**src/tile_pkg.sv**
```systemverilog
package tile_pkg;

  // ------------------------------------------------------------
  // Core sizes
  // ------------------------------------------------------------
  localparam int DATA_W       = 32;
  localparam int AREG_NUM     = 8;
  localparam int PREG_NUM     = 16;
  localparam int ROB_SIZE     = 8;
  localparam int RS_SIZE      = 4;
  localparam int FREE_REG_NUM = PREG_NUM - AREG_NUM;

  typedef logic [DATA_W-1:0]           data_t;
  typedef logic [$clog2(AREG_NUM)-1:0] areg_t;
  typedef logic [$clog2(PREG_NUM)-1:0] preg_t;
  typedef logic [$clog2(ROB_SIZE)-1:0] rob_id_t;

  typedef enum logic [2:0] {
    LI  = 3'd0,
    ADD = 3'd1,
    SUB = 3'd2,
    AND = 3'd3,
    XOR = 3'd4
  } alu_op_e;

  // ------------------------------------------------------------
  // Pipeline payloads
  // ------------------------------------------------------------
  // From the decoder before rename
  typedef struct packed {
    alu_op_e op;
    areg_t   rd;
    areg_t   rs1;
    areg_t   rs2;
    data_t   imm;
  } disp_inst_t;

  typedef struct packed {
    logic    valid;
    alu_op_e op;
    rob_id_t rob_id;
    preg_t   rd_preg;
    preg_t   old_preg;
    preg_t   rs1_preg;
    logic    rs1_ready;
    preg_t   rs2_preg;
    logic    rs2_ready;
    data_t   imm;
    areg_t   rd_areg;
  } rn_inst_t;

  typedef struct packed {
    logic    valid;
    alu_op_e op;
    rob_id_t rob_id;
    preg_t   rd_preg;
    preg_t   rs1_preg;
    preg_t   rs2_preg;
    data_t   imm;
  } issue_t;

  // Writeback broadcast that doubles as the wakeup tag
  typedef struct packed {
    logic  valid;
    preg_t preg;
    data_t data;
  } phy_wr_t;

  typedef struct packed {
    logic    valid;
    rob_id_t rob_id;
    data_t   data;
  } done_rpt_t;

  typedef struct packed {
    logic  valid;
    areg_t rd_areg;
    preg_t free_preg;
    data_t data;
  } commit_t;

endpackage
```
**src/tile_top.sv**
```systemverilog
`timescale 1ns/1ps

module tile_top
  import tile_pkg::*;
(
  input  logic       i_clk,
  input  logic       i_rst_n,
  input  logic       i_disp_valid,
  input  disp_inst_t i_disp,
  output logic       o_disp_ready,
  output commit_t    o_commit
);

  // ------------------------------------------------------------
  // Internal broadcasts
  // ------------------------------------------------------------
  rn_inst_t  w_rn_inst;
  issue_t    w_issue;
  phy_wr_t   w_phy_wr;
  done_rpt_t w_done_rpt;
  rob_id_t   w_rob_id;
  logic      w_rs_credit_ret;

  // Register read port
  preg_t w_rs1_addr;
  preg_t w_rs2_addr;
  data_t w_rs1_data;
  data_t w_rs2_data;

  tile_rename u_rename (
    .i_clk        (i_clk),
    .i_rst_n      (i_rst_n),
    .i_disp_valid (i_disp_valid),
    .i_disp       (i_disp),
    .i_disp_ready (o_disp_ready),
    .i_rob_id     (w_rob_id),
    .i_phy_wr     (w_phy_wr),
    .i_commit     (o_commit),
    .o_rn_inst    (w_rn_inst)
  );

  tile_resource_alloc u_resource_alloc (
    .i_clk           (i_clk),
    .i_rst_n         (i_rst_n),
    .i_disp_valid    (i_disp_valid),
    .i_rs_credit_ret (w_rs_credit_ret),
    .i_commit        (o_commit),
    .o_disp_ready    (o_disp_ready)
  );

  tile_alu_rs u_alu_rs (
    .i_clk        (i_clk),
    .i_rst_n      (i_rst_n),
    .i_rn_inst    (w_rn_inst),
    .i_phy_wr     (w_phy_wr),
    .o_issue      (w_issue),
    .o_credit_ret (w_rs_credit_ret)
  );

  tile_alu u_alu (
    .i_clk      (i_clk),
    .i_rst_n    (i_rst_n),
    .i_issue    (w_issue),
    .i_rs1_data (w_rs1_data),
    .i_rs2_data (w_rs2_data),
    .o_rs1_addr (w_rs1_addr),
    .o_rs2_addr (w_rs2_addr),
    .o_phy_wr   (w_phy_wr),
    .o_done_rpt (w_done_rpt)
  );

  tile_phy_regfile u_phy_regfile (
    .i_clk      (i_clk),
    .i_rst_n    (i_rst_n),
    .i_rd_addr0 (w_rs1_addr),
    .i_rd_addr1 (w_rs2_addr),
    .o_rd_data0 (w_rs1_data),
    .o_rd_data1 (w_rs2_data),
    .i_phy_wr   (w_phy_wr)
  );

  tile_rob u_rob (
    .i_clk      (i_clk),
    .i_rst_n    (i_rst_n),
    .i_rn_inst  (w_rn_inst),
    .i_done_rpt (w_done_rpt),
    .o_rob_id   (w_rob_id),
    .o_commit   (o_commit)
  );

endmodule

```
**src/tile_rob.sv**
```systemverilog
`timescale 1ns/1ps

module tile_rob
  import tile_pkg::*;
(
  input  logic      i_clk,
  input  logic      i_rst_n,
  input  rn_inst_t  i_rn_inst,
  input  done_rpt_t i_done_rpt,
  output rob_id_t   o_rob_id,
  output commit_t   o_commit
);

  logic [ROB_SIZE-1:0] ent_used;
  logic [ROB_SIZE-1:0] ent_done;
  areg_t               ent_areg[ROB_SIZE];
  preg_t               ent_old [ROB_SIZE];
  data_t               ent_data[ROB_SIZE];
  rob_id_t             head;
  rob_id_t             tail;
  logic                w_cmt;

  // Next id skips the slot that rename is about to fill
  assign o_rob_id = tail + rob_id_t'(i_rn_inst.valid);

  assign w_cmt = ent_used[head] & ent_done[head];

  // ------------------------------------------------------------
  // Pointers and status
  // ------------------------------------------------------------
  always_ff @(posedge i_clk or negedge i_rst_n) begin
    if (!i_rst_n) begin
      ent_used <= '0;
      ent_done <= '0;
      head     <= '0;
      tail     <= '0;
    end else begin
      if (i_rn_inst.valid) begin
        ent_used[tail] <= 1'b1;
        ent_done[tail] <= 1'b0;
        tail           <= tail + 1'b1;
      end
      if (i_done_rpt.valid) begin
        ent_done[i_done_rpt.rob_id] <= 1'b1;
      end
      if (w_cmt) begin
        ent_used[head] <= 1'b0;
        head           <= head + 1'b1;
      end
    end
  end

  // Entry payload
  always_ff @(posedge i_clk) begin
    if (i_rn_inst.valid) begin
      ent_areg[tail] <= i_rn_inst.rd_areg;
      ent_old[tail]  <= i_rn_inst.old_preg;
    end
    if (i_done_rpt.valid) begin
      ent_data[i_done_rpt.rob_id] <= i_done_rpt.data;
    end
  end

  // ------------------------------------------------------------
  // In-order commit of one entry per cycle
  // ------------------------------------------------------------
  always_comb begin
    o_commit.valid     = w_cmt;
    o_commit.rd_areg   = ent_areg[head];
    o_commit.free_preg = ent_old[head];
    o_commit.data      = ent_data[head];
  end

endmodule

```
**src/tile_phy_regfile.sv**
```systemverilog
`timescale 1ns/1ps

module tile_phy_regfile
  import tile_pkg::*;
(
  input  logic    i_clk,
  input  logic    i_rst_n,
  input  preg_t   i_rd_addr0,
  input  preg_t   i_rd_addr1,
  output data_t   o_rd_data0,
  output data_t   o_rd_data1,
  input  phy_wr_t i_phy_wr
);

  data_t regs[PREG_NUM];

  // Same-cycle write is seen by the reader
  function automatic data_t rd_bypass(preg_t addr);
    data_t val;
    val = regs[addr];
    if (i_phy_wr.valid && (i_phy_wr.preg == addr)) begin
      val = i_phy_wr.data;
    end
    return val;
  endfunction

  always_ff @(posedge i_clk or negedge i_rst_n) begin
    if (!i_rst_n) begin
      for (int i = 0; i < PREG_NUM; i++) begin
        regs[i] <= '0;
      end
    end else if (i_phy_wr.valid) begin
      regs[i_phy_wr.preg] <= i_phy_wr.data;
    end
  end

  always_comb o_rd_data0 = rd_bypass(i_rd_addr0);
  always_comb o_rd_data1 = rd_bypass(i_rd_addr1);

endmodule

```
**src/tile_alu.sv**
```systemverilog
`timescale 1ns/1ps

module tile_alu
  import tile_pkg::*;
(
  input  logic      i_clk,
  input  logic      i_rst_n,
  input  issue_t    i_issue,
  input  data_t     i_rs1_data,
  input  data_t     i_rs2_data,
  output preg_t     o_rs1_addr,
  output preg_t     o_rs2_addr,
  output phy_wr_t   o_phy_wr,
  output done_rpt_t o_done_rpt
);

  logic    ex1_valid;
  alu_op_e ex1_op;
  rob_id_t ex1_rob_id;
  preg_t   ex1_rd_preg;
  data_t   ex1_imm;
  data_t   ex1_rs1;
  data_t   ex1_rs2;
  data_t   w_result;

  // Register file read happens in the issue cycle
  assign o_rs1_addr = i_issue.rs1_preg;
  assign o_rs2_addr = i_issue.rs2_preg;

  always_ff @(posedge i_clk or negedge i_rst_n) begin
    if (!i_rst_n) begin
      ex1_valid <= 1'b0;
    end else begin
      ex1_valid <= i_issue.valid;
      if (i_issue.valid) begin
        ex1_op      <= i_issue.op;
        ex1_rob_id  <= i_issue.rob_id;
        ex1_rd_preg <= i_issue.rd_preg;
        ex1_imm     <= i_issue.imm;
        ex1_rs1     <= i_rs1_data;
        ex1_rs2     <= i_rs2_data;
      end
    end
  end

  always_comb begin
    case (ex1_op)
      LI:      w_result = ex1_imm;
      ADD:     w_result = ex1_rs1 + ex1_rs2;
      SUB:     w_result = ex1_rs1 - ex1_rs2;
      AND:     w_result = ex1_rs1 & ex1_rs2;
      XOR:     w_result = ex1_rs1 ^ ex1_rs2;
      default: w_result = '0;
    endcase
  end

  // Writeback and done report leave together
  always_ff @(posedge i_clk or negedge i_rst_n) begin
    if (!i_rst_n) begin
      o_phy_wr.valid   <= 1'b0;
      o_done_rpt.valid <= 1'b0;
    end else begin
      o_phy_wr.valid   <= ex1_valid;
      o_done_rpt.valid <= ex1_valid;
      if (ex1_valid) begin
        o_phy_wr.preg     <= ex1_rd_preg;
        o_phy_wr.data     <= w_result;
        o_done_rpt.rob_id <= ex1_rob_id;
        o_done_rpt.data   <= w_result;
      end
    end
  end

endmodule

```
**src/tile_alu_rs.sv**
```systemverilog
`timescale 1ns/1ps

module tile_alu_rs
  import tile_pkg::*;
(
  input  logic     i_clk,
  input  logic     i_rst_n,
  input  rn_inst_t i_rn_inst,
  input  phy_wr_t  i_phy_wr,
  output issue_t   o_issue,
  output logic     o_credit_ret
);

  typedef logic [$clog2(RS_SIZE)-1:0] rs_idx_t;

  rn_inst_t           ent[RS_SIZE];
  logic [RS_SIZE-1:0] w_rs1_wake;
  logic [RS_SIZE-1:0] w_rs2_wake;
  logic [RS_SIZE-1:0] w_rdy;
  logic [RS_SIZE-1:0] w_free;
  rs_idx_t            w_iss_idx;
  rs_idx_t            w_wr_idx;
  logic               w_iss_fire;
  logic               w_new_rs1_rdy;
  logic               w_new_rs2_rdy;

  // ------------------------------------------------------------
  // Wakeup on writeback tag match
  // ------------------------------------------------------------
  always_comb begin
    for (int i = 0; i < RS_SIZE; i++) begin
      w_rs1_wake[i] = i_phy_wr.valid & (i_phy_wr.preg == ent[i].rs1_preg);
      w_rs2_wake[i] = i_phy_wr.valid & (i_phy_wr.preg == ent[i].rs2_preg);
      w_rdy[i]      = ent[i].valid & (ent[i].rs1_ready | w_rs1_wake[i]) &
                      (ent[i].rs2_ready | w_rs2_wake[i]);
      w_free[i]     = ~ent[i].valid;
    end
  end

  assign w_new_rs1_rdy = i_rn_inst.rs1_ready |
                         (i_phy_wr.valid & (i_phy_wr.preg == i_rn_inst.rs1_preg));
  assign w_new_rs2_rdy = i_rn_inst.rs2_ready |
                         (i_phy_wr.valid & (i_phy_wr.preg == i_rn_inst.rs2_preg));

  // Lowest index wins for both issue and the write slot
  always_comb begin
    w_iss_fire = 1'b0;
    w_iss_idx  = '0;
    w_wr_idx   = '0;
    for (int i = RS_SIZE - 1; i >= 0; i--) begin
      if (w_rdy[i]) begin
        w_iss_fire = 1'b1;
        w_iss_idx  = rs_idx_t'(i);
      end
      if (w_free[i]) begin
        w_wr_idx = rs_idx_t'(i);
      end
    end
  end

  always_ff @(posedge i_clk or negedge i_rst_n) begin
    if (!i_rst_n) begin
      for (int i = 0; i < RS_SIZE; i++) begin
        ent[i].valid <= 1'b0;
      end
      o_credit_ret <= 1'b0;
    end else begin
      o_credit_ret <= w_iss_fire;
      for (int i = 0; i < RS_SIZE; i++) begin
        if (w_rs1_wake[i]) begin
          ent[i].rs1_ready <= 1'b1;
        end
        if (w_rs2_wake[i]) begin
          ent[i].rs2_ready <= 1'b1;
        end
      end
      if (w_iss_fire) begin
        ent[w_iss_idx].valid <= 1'b0;
      end
      // Allocator credits guarantee a free slot here
      if (i_rn_inst.valid) begin
        ent[w_wr_idx]           <= i_rn_inst;
        ent[w_wr_idx].rs1_ready <= w_new_rs1_rdy;
        ent[w_wr_idx].rs2_ready <= w_new_rs2_rdy;
      end
    end
  end

  always_comb begin
    o_issue.valid    = w_iss_fire;
    o_issue.op       = ent[w_iss_idx].op;
    o_issue.rob_id   = ent[w_iss_idx].rob_id;
    o_issue.rd_preg  = ent[w_iss_idx].rd_preg;
    o_issue.rs1_preg = ent[w_iss_idx].rs1_preg;
    o_issue.rs2_preg = ent[w_iss_idx].rs2_preg;
    o_issue.imm      = ent[w_iss_idx].imm;
  end

endmodule

```
**src/tile_resource_alloc.sv**
```systemverilog
`timescale 1ns/1ps

module tile_resource_alloc
  import tile_pkg::*;
(
  input  logic    i_clk,
  input  logic    i_rst_n,
  input  logic    i_disp_valid,
  input  logic    i_rs_credit_ret,
  input  commit_t i_commit,
  output logic    o_disp_ready
);

  // Wide enough for the largest credit pool
  typedef logic [$clog2(ROB_SIZE + 1)-1:0] cnt_t;

  cnt_t rob_cnt;
  cnt_t rs_cnt;
  cnt_t reg_cnt;
  logic w_accept;

  function automatic cnt_t upd_credit(cnt_t cnt, logic take, logic give);
    cnt_t nxt;
    nxt = cnt;
    if (take) begin
      nxt = nxt - 1'b1;
    end
    if (give) begin
      nxt = nxt + 1'b1;
    end
    return nxt;
  endfunction

  assign w_accept = i_disp_valid & o_disp_ready;

  // Every pool must hold a credit before the next dispatch
  assign o_disp_ready = (rob_cnt != '0) & (rs_cnt != '0) & (reg_cnt != '0);

  always_ff @(posedge i_clk or negedge i_rst_n) begin
    if (!i_rst_n) begin
      rob_cnt <= cnt_t'(ROB_SIZE);
      rs_cnt  <= cnt_t'(RS_SIZE);
      reg_cnt <= cnt_t'(FREE_REG_NUM);
    end else begin
      rob_cnt <= upd_credit(rob_cnt, w_accept, i_commit.valid);
      rs_cnt  <= upd_credit(rs_cnt, w_accept, i_rs_credit_ret);
      // Old register goes back to the free list on commit
      reg_cnt <= upd_credit(reg_cnt, w_accept, i_commit.valid);
    end
  end

endmodule

```
**src/tile_rename.sv**
```systemverilog
`timescale 1ns/1ps

module tile_rename
  import tile_pkg::*;
(
  input  logic       i_clk,
  input  logic       i_rst_n,
  input  logic       i_disp_valid,
  input  disp_inst_t i_disp,
  input  logic       i_disp_ready,
  input  rob_id_t    i_rob_id,
  input  phy_wr_t    i_phy_wr,
  input  commit_t    i_commit,
  output rn_inst_t   o_rn_inst
);

  preg_t                           map_tbl  [AREG_NUM];
  preg_t                           free_list[FREE_REG_NUM];
  logic [PREG_NUM-1:0]             ready_tbl;
  logic [$clog2(FREE_REG_NUM)-1:0] fl_head;
  logic [$clog2(FREE_REG_NUM)-1:0] fl_tail;

  logic  w_accept;
  preg_t w_new_preg;
  preg_t w_rs1_preg;
  preg_t w_rs2_preg;
  logic  w_rs1_ready;
  logic  w_rs2_ready;

  assign w_accept   = i_disp_valid & i_disp_ready;
  assign w_new_preg = free_list[fl_head];
  assign w_rs1_preg = map_tbl[i_disp.rs1];
  assign w_rs2_preg = map_tbl[i_disp.rs2];

  // LI has no real sources; a writeback this cycle counts as ready
  assign w_rs1_ready = (i_disp.op == LI) | ready_tbl[w_rs1_preg] |
                       (i_phy_wr.valid & (i_phy_wr.preg == w_rs1_preg));
  assign w_rs2_ready = (i_disp.op == LI) | ready_tbl[w_rs2_preg] |
                       (i_phy_wr.valid & (i_phy_wr.preg == w_rs2_preg));

  // Map table starts as identity
  always_ff @(posedge i_clk or negedge i_rst_n) begin
    if (!i_rst_n) begin
      for (int i = 0; i < AREG_NUM; i++) begin
        map_tbl[i] <= preg_t'(i);
      end
    end else if (w_accept) begin
      map_tbl[i_disp.rd] <= w_new_preg;
    end
  end

  always_ff @(posedge i_clk or negedge i_rst_n) begin
    if (!i_rst_n) begin
      ready_tbl <= '1;
    end else begin
      if (i_phy_wr.valid) begin
        ready_tbl[i_phy_wr.preg] <= 1'b1;
      end
      if (w_accept) begin
        ready_tbl[w_new_preg] <= 1'b0;
      end
    end
  end

  // Free list starts full with the upper physical registers
  always_ff @(posedge i_clk or negedge i_rst_n) begin
    if (!i_rst_n) begin
      fl_head <= '0;
      fl_tail <= '0;
      for (int i = 0; i < FREE_REG_NUM; i++) begin
        free_list[i] <= preg_t'(AREG_NUM + i);
      end
    end else begin
      if (w_accept) begin
        fl_head <= fl_head + 1'b1;
      end
      if (i_commit.valid) begin
        free_list[fl_tail] <= i_commit.free_preg;
        fl_tail            <= fl_tail + 1'b1;
      end
    end
  end

  always_ff @(posedge i_clk or negedge i_rst_n) begin
    if (!i_rst_n) begin
      o_rn_inst.valid <= 1'b0;
    end else begin
      o_rn_inst.valid <= w_accept;
      if (w_accept) begin
        o_rn_inst.op        <= i_disp.op;
        o_rn_inst.rob_id    <= i_rob_id;
        o_rn_inst.rd_preg   <= w_new_preg;
        o_rn_inst.old_preg  <= map_tbl[i_disp.rd];
        o_rn_inst.rs1_preg  <= w_rs1_preg;
        o_rn_inst.rs1_ready <= w_rs1_ready;
        o_rn_inst.rs2_preg  <= w_rs2_preg;
        o_rn_inst.rs2_ready <= w_rs2_ready;
        o_rn_inst.imm       <= i_disp.imm;
        o_rn_inst.rd_areg   <= i_disp.rd;
      end
    end
  end

endmodule

```
**config.mk**
```make
export PLATFORM = sky130hd
export DESIGN_NAME = tile_top
export DESIGN_NICKNAME = d
export VERILOG_FILES = /design/src/tile_pkg.sv /design/src/tile_top.sv /design/src/tile_rob.sv /design/src/tile_phy_regfile.sv /design/src/tile_alu.sv /design/src/tile_alu_rs.sv /design/src/tile_resource_alloc.sv /design/src/tile_rename.sv
export SDC_FILE = /design/constraint.sdc
export NUM_CORES = 2
export LEC_CHECK = 0
export ABC_CLOCK_PERIOD_IN_PS = 6630
export BUFFER_PORTS_ARGS = -buffer_cell sky130_fd_sc_hd__buf_4
export CORE_MARGIN = 2
export CORE_UTILIZATION = 30
export DETAILED_ROUTE_END_ITERATION = 12
export GPL_TIMING_DRIVEN = 0
export PLACE_DENSITY_LB_ADDON = 0.08
export SYNTH_ARGS = -nofsm -noshare
export SYNTH_HDL_FRONTEND = slang
export SYNTH_SLANG_ARGS = --single-unit
export TNS_END_PERCENT = 50
```
**constraint.sdc**
```tcl
create_clock -name i_clk -period 6.63 [get_ports i_clk]
set_clock_uncertainty 0.15 [all_clocks]
set_input_delay 0.9945 -clock i_clk [delete_from_list [all_inputs] [get_ports i_clk]]
set_output_delay 0.9945 -clock i_clk [all_outputs]
set_load 0.02 [all_outputs]
```
**Word level (Yosys, flattened, before mapping)**

Memories as Yosys holds them, arrays and structs flattened.
Index checks and enable logic that the tools add are counted.

- Register bits after elaboration: 1079
- Bits in writable memories: 312
- Input bits: 47
- Output and inout port bits: 41
- Logic and storage cells: 349
- Memories: 3

Memories:

| name | words | width | read ports | clocked after Yosys merged registers in | wr ports | line | source |
|---|---|---|---|---|---|---|---|
| u_rob.ent_data | 8 | 32 | 1 | 0 | 1 | tile_rob.sv:18 | `data_t ent_data[ROB_SIZE];` |
| u_rob.ent_old | 8 | 4 | 1 | 0 | 1 | tile_rob.sv:17 | `preg_t ent_old [ROB_SIZE];` |
| u_rob.ent_areg | 8 | 3 | 1 | 0 | 1 | tile_rob.sv:16 | `areg_t ent_areg[ROB_SIZE];` |

- $add $sub $neg: 13
- $lt $le $gt $ge: 27
- Equality and inequality tests: 18
- Mux-type cells: 101
- Bitwise operators: 59
- Reduce and logical (&&, ||, !) cells: 20

Operator list:

| cell | count |
|---|---|
| $bwmux W240 | 4 |
| $bwmux W512 | 1 |
| $demux W60 S2 | 4 |
| $mux W240 | 2 |
| $bmux W32 S4 | 2 |
| $mux W32 | 7 |
| $pmux W32 S5 | 1 |
| $demux W32 S4 | 1 |
| $bmux W60 S2 | 1 |
| $mux W60 | 2 |
| $mux W59 | 2 |
| $bwmux W32 | 2 |
| $mux W4 | 16 |
| $eq A4 B4 Y1 | 14 |
| $bmux W4 S3 | 4 |
| $mux W41 | 1 |
| $mux W36 | 1 |
| $add A32 B32 Y32 | 1 |
| $and A32 B32 Y32 | 1 |
| $mux W16 | 2 |
| $mux W8 | 4 |
| $sub A32 B32 Y32 | 1 |
| $xor A32 B32 Y32 | 1 |
| $mux W1 | 25 |
| other kinds (38) | 138 |

**Longest topological paths before layout**

- Word-level depth: 20
- Depth in mapped cells: 20
- Gate-level depth less buffers: 19

**Modules after synthesis**

From an unflattened synthesis, not the netlist that was laid out.

- Cells, all modules: 4354
- Area total of the unflattened synthesis: 66102.1 um^2

By module, submodules not included:

| module | instances | cells an instance | area an instance (um^2) |
|---|---|---|---|
| tile_phy_regfile | 1 | 1753 | 27307.4 |
| tile_rob | 1 | 653 | 13013.7 |
| tile_alu_rs | 1 | 672 | 9681.8 |
| tile_alu | 1 | 686 | 8429.3 |
| tile_rename | 1 | 498 | 6786.5 |
| tile_resource_alloc | 1 | 92 | 883.3 |

**Worst setup path before layout**

Ideal clock, no wire load.

- Path type: flip-flop to flip-flop
- Start: register u_alu.ex1_rs2[6]
- End: register u_alu.o_phy_wr[31] in the netlist's numbering, data pin
- Library setup time: 277 ps
- Arrival: 4245 ps
- Setup slack: 1958 ps
- Stages on the path, launching flop included: 18
- Cells stage by stage: edfxtp_1 -> or4_1 -> nor4_1 -> nand2b_1 -> or2_2 -> nor3_1 -> nor2_1 -> xnor2_1 -> ha_1 -> a21o_1 -> a21o_1 -> a21oi_1 -> o22a_1 -> a31oi_1 -> o41ai_1 -> o21ai_0 -> xnor2_1 -> o221ai_1

- Cells in the longest elaborated chain, start to end: 2
- Elaborated cells between the ends (all ways): 3

Ends and longest elaborated chain:

| item | line | source |
|---|---|---|
| from (decl) | tile_alu.sv:23 | `data_t ex1_rs2;` |
| from (signal assigned) | tile_alu.sv:41 | `ex1_rs2 <= i_rs2_data;` |
| $sub A32 B32 Y32 or $add A32 B32 Y32 (tied branches) | tile_alu.sv:50, tile_alu.sv:49 |  |
| $pmux W32 S5 (*) | tile_alu.sv:47 | `case (ex1_op)` |
| to (decl) | tile_alu.sv:13 | `output phy_wr_t o_phy_wr,` |

Every way passes the cells marked *; elsewhere a longest branch is shown, timed or not.
A chain may end at the register's enable or synchronous reset.

**Worst setup path after layout**

- Start: register u_alu.o_phy_wr[33] in the netlist's numbering
- End: register u_alu.ex1_rs2[14], data pin

- Cells in the longest elaborated chain, start to end: 18
- Elaborated cells between the ends (all ways): 47

Ends and longest elaborated chain:

| item | line | source |
|---|---|---|
| $eq A4 B4 Y1 | tile_alu_rs.sv:32 | `w_rs1_wake[i] = i_phy_wr.valid & (i_phy_wr.preg == ent[i].rs1_preg);` |
| $and A1 B1 Y1 | tile_alu_rs.sv:32 |  |
| $or A1 B1 Y1 | tile_alu_rs.sv:34 | `w_rdy[i] = ent[i].valid & (ent[i].rs1_ready \| w_rs1_wake[i]) &` |
| $and A1 B1 Y1 (2 in a row) | tile_alu_rs.sv:34 |  |
| $mux W2 (4 in a row) | tile_alu_rs.sv:51 | `if (w_rdy[i]) begin` |
| $not A2 Y3 (implied by the code) | tile_alu_rs.sv:95 | `o_issue.rs2_preg = ent[w_iss_idx].rs2_preg;` |
| $bmux W60 S2 | tile_alu_rs.sv:95 |  |
| $mux W59 (2 in a row) | -- |  |
| $not A4 Y5 (implied by the code) | tile_phy_regfile.sv:20 | `val = regs[addr];` |
| $bmux W32 S4 | tile_phy_regfile.sv:20 |  |
| $mux W32 (implied by the code) (2 in a row) | tile_phy_regfile.sv:20 |  |
| $mux W32 (*) | tile_phy_regfile.sv:21 | `if (i_phy_wr.valid && (i_phy_wr.preg == addr)) begin` |
| via u_alu.i_rs2_data[14] | tile_alu.sv:10 | `input data_t i_rs2_data,` |

The timed path passes the listed nets; every way through them passes the cells marked *. The select of a mux whose other input is x is not followed.

==> flow_summary.json <==
{
  "fmax_mhz": 157,
  "path_clk_slew_ns": 0.06,
  "grt_overflow_total": 0,
  "drv_cap": 2,
  "post_dp_cell_area_sq_um": 71500,
  "insertion_delay_ns": 0.82,
  "async_flop_share_pct": 46.9,
  "rows": 172,
  "cts_tree": "built",
  "chipHeight_um": 475,
  "ctsResizeCount": 0,
  "cts.sinks": 1363,
  "p_leak_nw": 31.7,
  "synthMuxAreaShare_pct": 20.7,
  "antenna_found_initial": 14,
  "synth_top_flop_cell": "edfxtp_1",
  "drc": 0,
  "wire_per_inst_um": 29.7,
  "clockBufferDepth": 3,
  "setup_viol": 0,
  "cts_setup_buffers": 0,
  "rsz0062_at_grt": "no",
  "avgSynthCellArea_sq_um": 12.9,
  "synthCells": 5181,
  "period_needed_ns": 6.37,
  "hold_violations": 0,
  "cts_root_buf": "clkbuf_16",
  "hold_buffers": 0,
  "grt_use_total_pct": 22.4,
  "synth_xor_area_share_pct": 1.80,
  "violations": "max-capacitance violations, max-slew violations",
  "syn2layout_area_growth_pct": 15.5,
  "grt_util_met3_pct": 3.57,
  "antenna_left": 0,
  "synth_top_area_share_pct": 32.7,
  "crit_path_end_kind": "flop",
  "vdd.ir_drop.worst_mv": 0.250,
  "via_per_inst": 5.24,
  "wirelength_um": 254000,
  "slew_headroom_pct": -4.51,
  "core_area_sq_um": 220000,
  "yosys-top-cells-area": "edfxtp_1 33%, dfrtp_1 22%, mux2_2 10%, mux2i_1 7.0%, nand2_1 3.8%",
  "synth_cell_types": 86,
  "final_area_sq_um": 76900,
  "dr.pass1.iters": 6,
  "grt.busiest_layer": "met2",
  "drt_iter0_markers": 3729,
  "arrival_ns": 6.69,
  "timing.final.crit_share_pct": 96.1,
  "p_per_area_nw_per_um2": 236,
  "start_util_pct": 30.2,
  "tightest_slew_ns": 1.57,
  "portBuffers": 81,
  "die-area_sq_um": 226000,
  "seq_area_frac_synth_pct": 56.8,
  "synthSimpleGateAreaFrac_pct": 10.0,
  "status": "complete, but fails checks",
  "drive_gt1_share_pct": 22.6,
  "syn-cell-area_sq_um": 66600,
  "whs_ns": 0.0892,
  "final_common_cell": "edfxtp_1",
  "min-delay-path-class": "in -> async",
  "num_io_pins": 88,
  "cts_buffers": 165,
  "final_nets": 5580,
  "synth_edf_count": 724,
  "synth_top_family_by_area": "multiplexers",
  "synth_fp_nets": 5305,
  "hpwl_um": 179000,
  "use_met2_pct": 35.9,
  "critPathRequiredTime_ns": 6.94,
  "gr-usage-met1_pct": 30.9,
  "fillCellCount": 21800,
  "final_cell_mix": "724 x edfxtp_1, 678 x nand2_1, 592 x mux2_2",
  "h-tree-depth": 4,
  "vias": 44900,
  "grt_start_max_net_pins": 107,
  "grt_pass1_vias": 45700,
  "worstSetupPathType": "reg -> reg",
  "ys_ff_latch": 1363,
  "cp-start-kind": "flop",
  "gp_congestion": 0.870,
  "synth_warnings": 0,
  "synth_compound_area_share_pct": 6.56,
  "die_w_um": 475,
  "crit_fanout": 10,
  "final_max_slew_viol_count": 22,
  "synth_adder_area_share_pct": 1.46,
  "grt_first_pass_wirelength_um": 359000,
  "synth_largest_area_cell": "edfxtp_1"
}
worst paths after layout:
path                                            from                 endpoint  slack, ns  cells past startpoint
worst max-delay path              u_alu.o_phy_wr[33]        u_alu.ex1_rs2[14]       0.26                     14
worst min-delay path                         i_rst_n  u_phy_regfile.regs[268]       0.09                      1
worst max register to register    u_alu.o_phy_wr[33]        u_alu.ex1_rs2[14]       0.26                     14
worst min register to register  u_alu.ex1_rd_preg[1]       u_alu.o_phy_wr[33]       0.27                      0
max in group asynchronous                    i_rst_n   u_rename.free_list[11]       4.70                      3
min in group i_clk                        i_disp[27]   u_rename.o_rn_inst[30]       0.22                      1
layout make-up:
class | instances | area (sq um) | area share [%]
clock inverter | 73 | 797 | 1.04
tap | 2958 | 3700 | 4.81
clock buffer | 234 | 4600 | 5.98
timing repair buffer | 108 | 1120 | 1.46
antenna | 5 | 12.5 | 0.0163
multi-input combinational | 3389 | 27100 | 35.2
sequential | 1363 | 37800 | 49.1
inverter | 56 | 210 | 0.273
buffer | 373 | 1610 | 2.09
registers in the layout (all words and copies together) (netlist names), 4 cells and up:
name	flops
u_alu.ex1_imm	32
u_alu.ex1_rd_preg	4
u_alu.ex1_rs1	32
u_alu.ex1_rs2	32
u_alu.o_phy_wr	37
u_alu_rs.ent	212
u_phy_regfile.regs	512
u_rename.free_list	32
u_rename.map_tbl	32
u_rename.o_rn_inst	60
u_rename.ready_tbl	16
u_resource_alloc.reg_cnt	4
u_resource_alloc.rob_cnt	4
u_resource_alloc.rs_cnt	4
u_rob.ent_areg	24
u_rob.ent_data	256
u_rob.ent_done	8
u_rob.ent_old	32
u_rob.ent_used	8
critical path, stage by stage (launching register included):
cell      delay [ns]
edfxtp_1        0.52
buf_6           0.23
xor2_1          0.16
nor3_1          0.47
a22o_2          0.30
nand2_1         0.20
o21ai_1         0.63
a221o_1         0.34
buf_2           0.27
buf_4           0.28
clkbuf_1        0.87
nand2_1         0.11
a32oi_1         0.41
a31oi_1         0.17
o31ai_1         0.87
where the power goes:
group          leakage (nW)  internal [mW]  switching [mW]
clock network          2.62           5.29            3.85
registers              15.7           8.87         0.00183
logic                  13.4         0.0375           0.132
total                  31.7           14.2            3.99
cells in the mapped netlist (6+ instances only):
cell type	instances
xor2_1	56
mux2_2	592
a222oi_1	42
xnor2_1	81
nand3b_1	6
o31ai_1	39
a311oi_1	7
nand4_1	37
clkbuf_1	254
nand3_1	204
a211oi_1	44
o221ai_1	20
dfstp_2	51
nor2b_1	15
nor2_1	159
o211ai_1	7
a22oi_1	8
o21a_1	6
a21o_1	14
nor3_1	45
o22ai_1	34
nand2_1	678
mux4_2	108
o21bai_1	10
o21ai_0	60
a32oi_1	35
ha_1	76
dfrtp_1	588
nor3b_1	11
and2_1	213
mux2i_1	467
a221oi_2	32
inv_1	55
nor4_1	8
a21oi_1	97
buf_2	50
a31oi_1	58
buf_6	9
buf_1	39
nand2b_1	22
or3_1	10
buf_4	21
or2_2	7
edfxtp_1	724
and3_1	8
per-layer routing:
metal  vias to the layer above  share of wire [%]
met2                      1270                 47
met5                         -             0.0051
li1                      19800                  -
met4                         2                3.3
met1                     23400                 45
met3                       360                5.1
cell families after synthesis:
family | count (synthesis)
and+or+nand+nor | 1439
DFF | 1363
muxes | 1167
AOI/OAI and AO/OA | 569
buffers and inverters | 429
xor gates and xnor gates | 137
adders and majority gates | 77
stage by stage:
step / cells / worst slack (ns) / total power, mW / setup TNS (ns) / utilization [%]
global placement: 8220 / -6.77 / 9.20 / -4689.16 / 32.2
CTS: 8554 / 0.113 / 18.4 / 0 / 34.9
detailed placement: 8247 / 0.129 / 9.21 / 0 / 32.5
floorplan: 5181 / 1.96 / 9.06 / 0 / -
finish: 8559 / 0.256 / 18.2 / 0 / 34.9
global route: 8555 / 0.0131 / 18.8 / 0 / 34.9
Power figures use the tool's default switching activity.
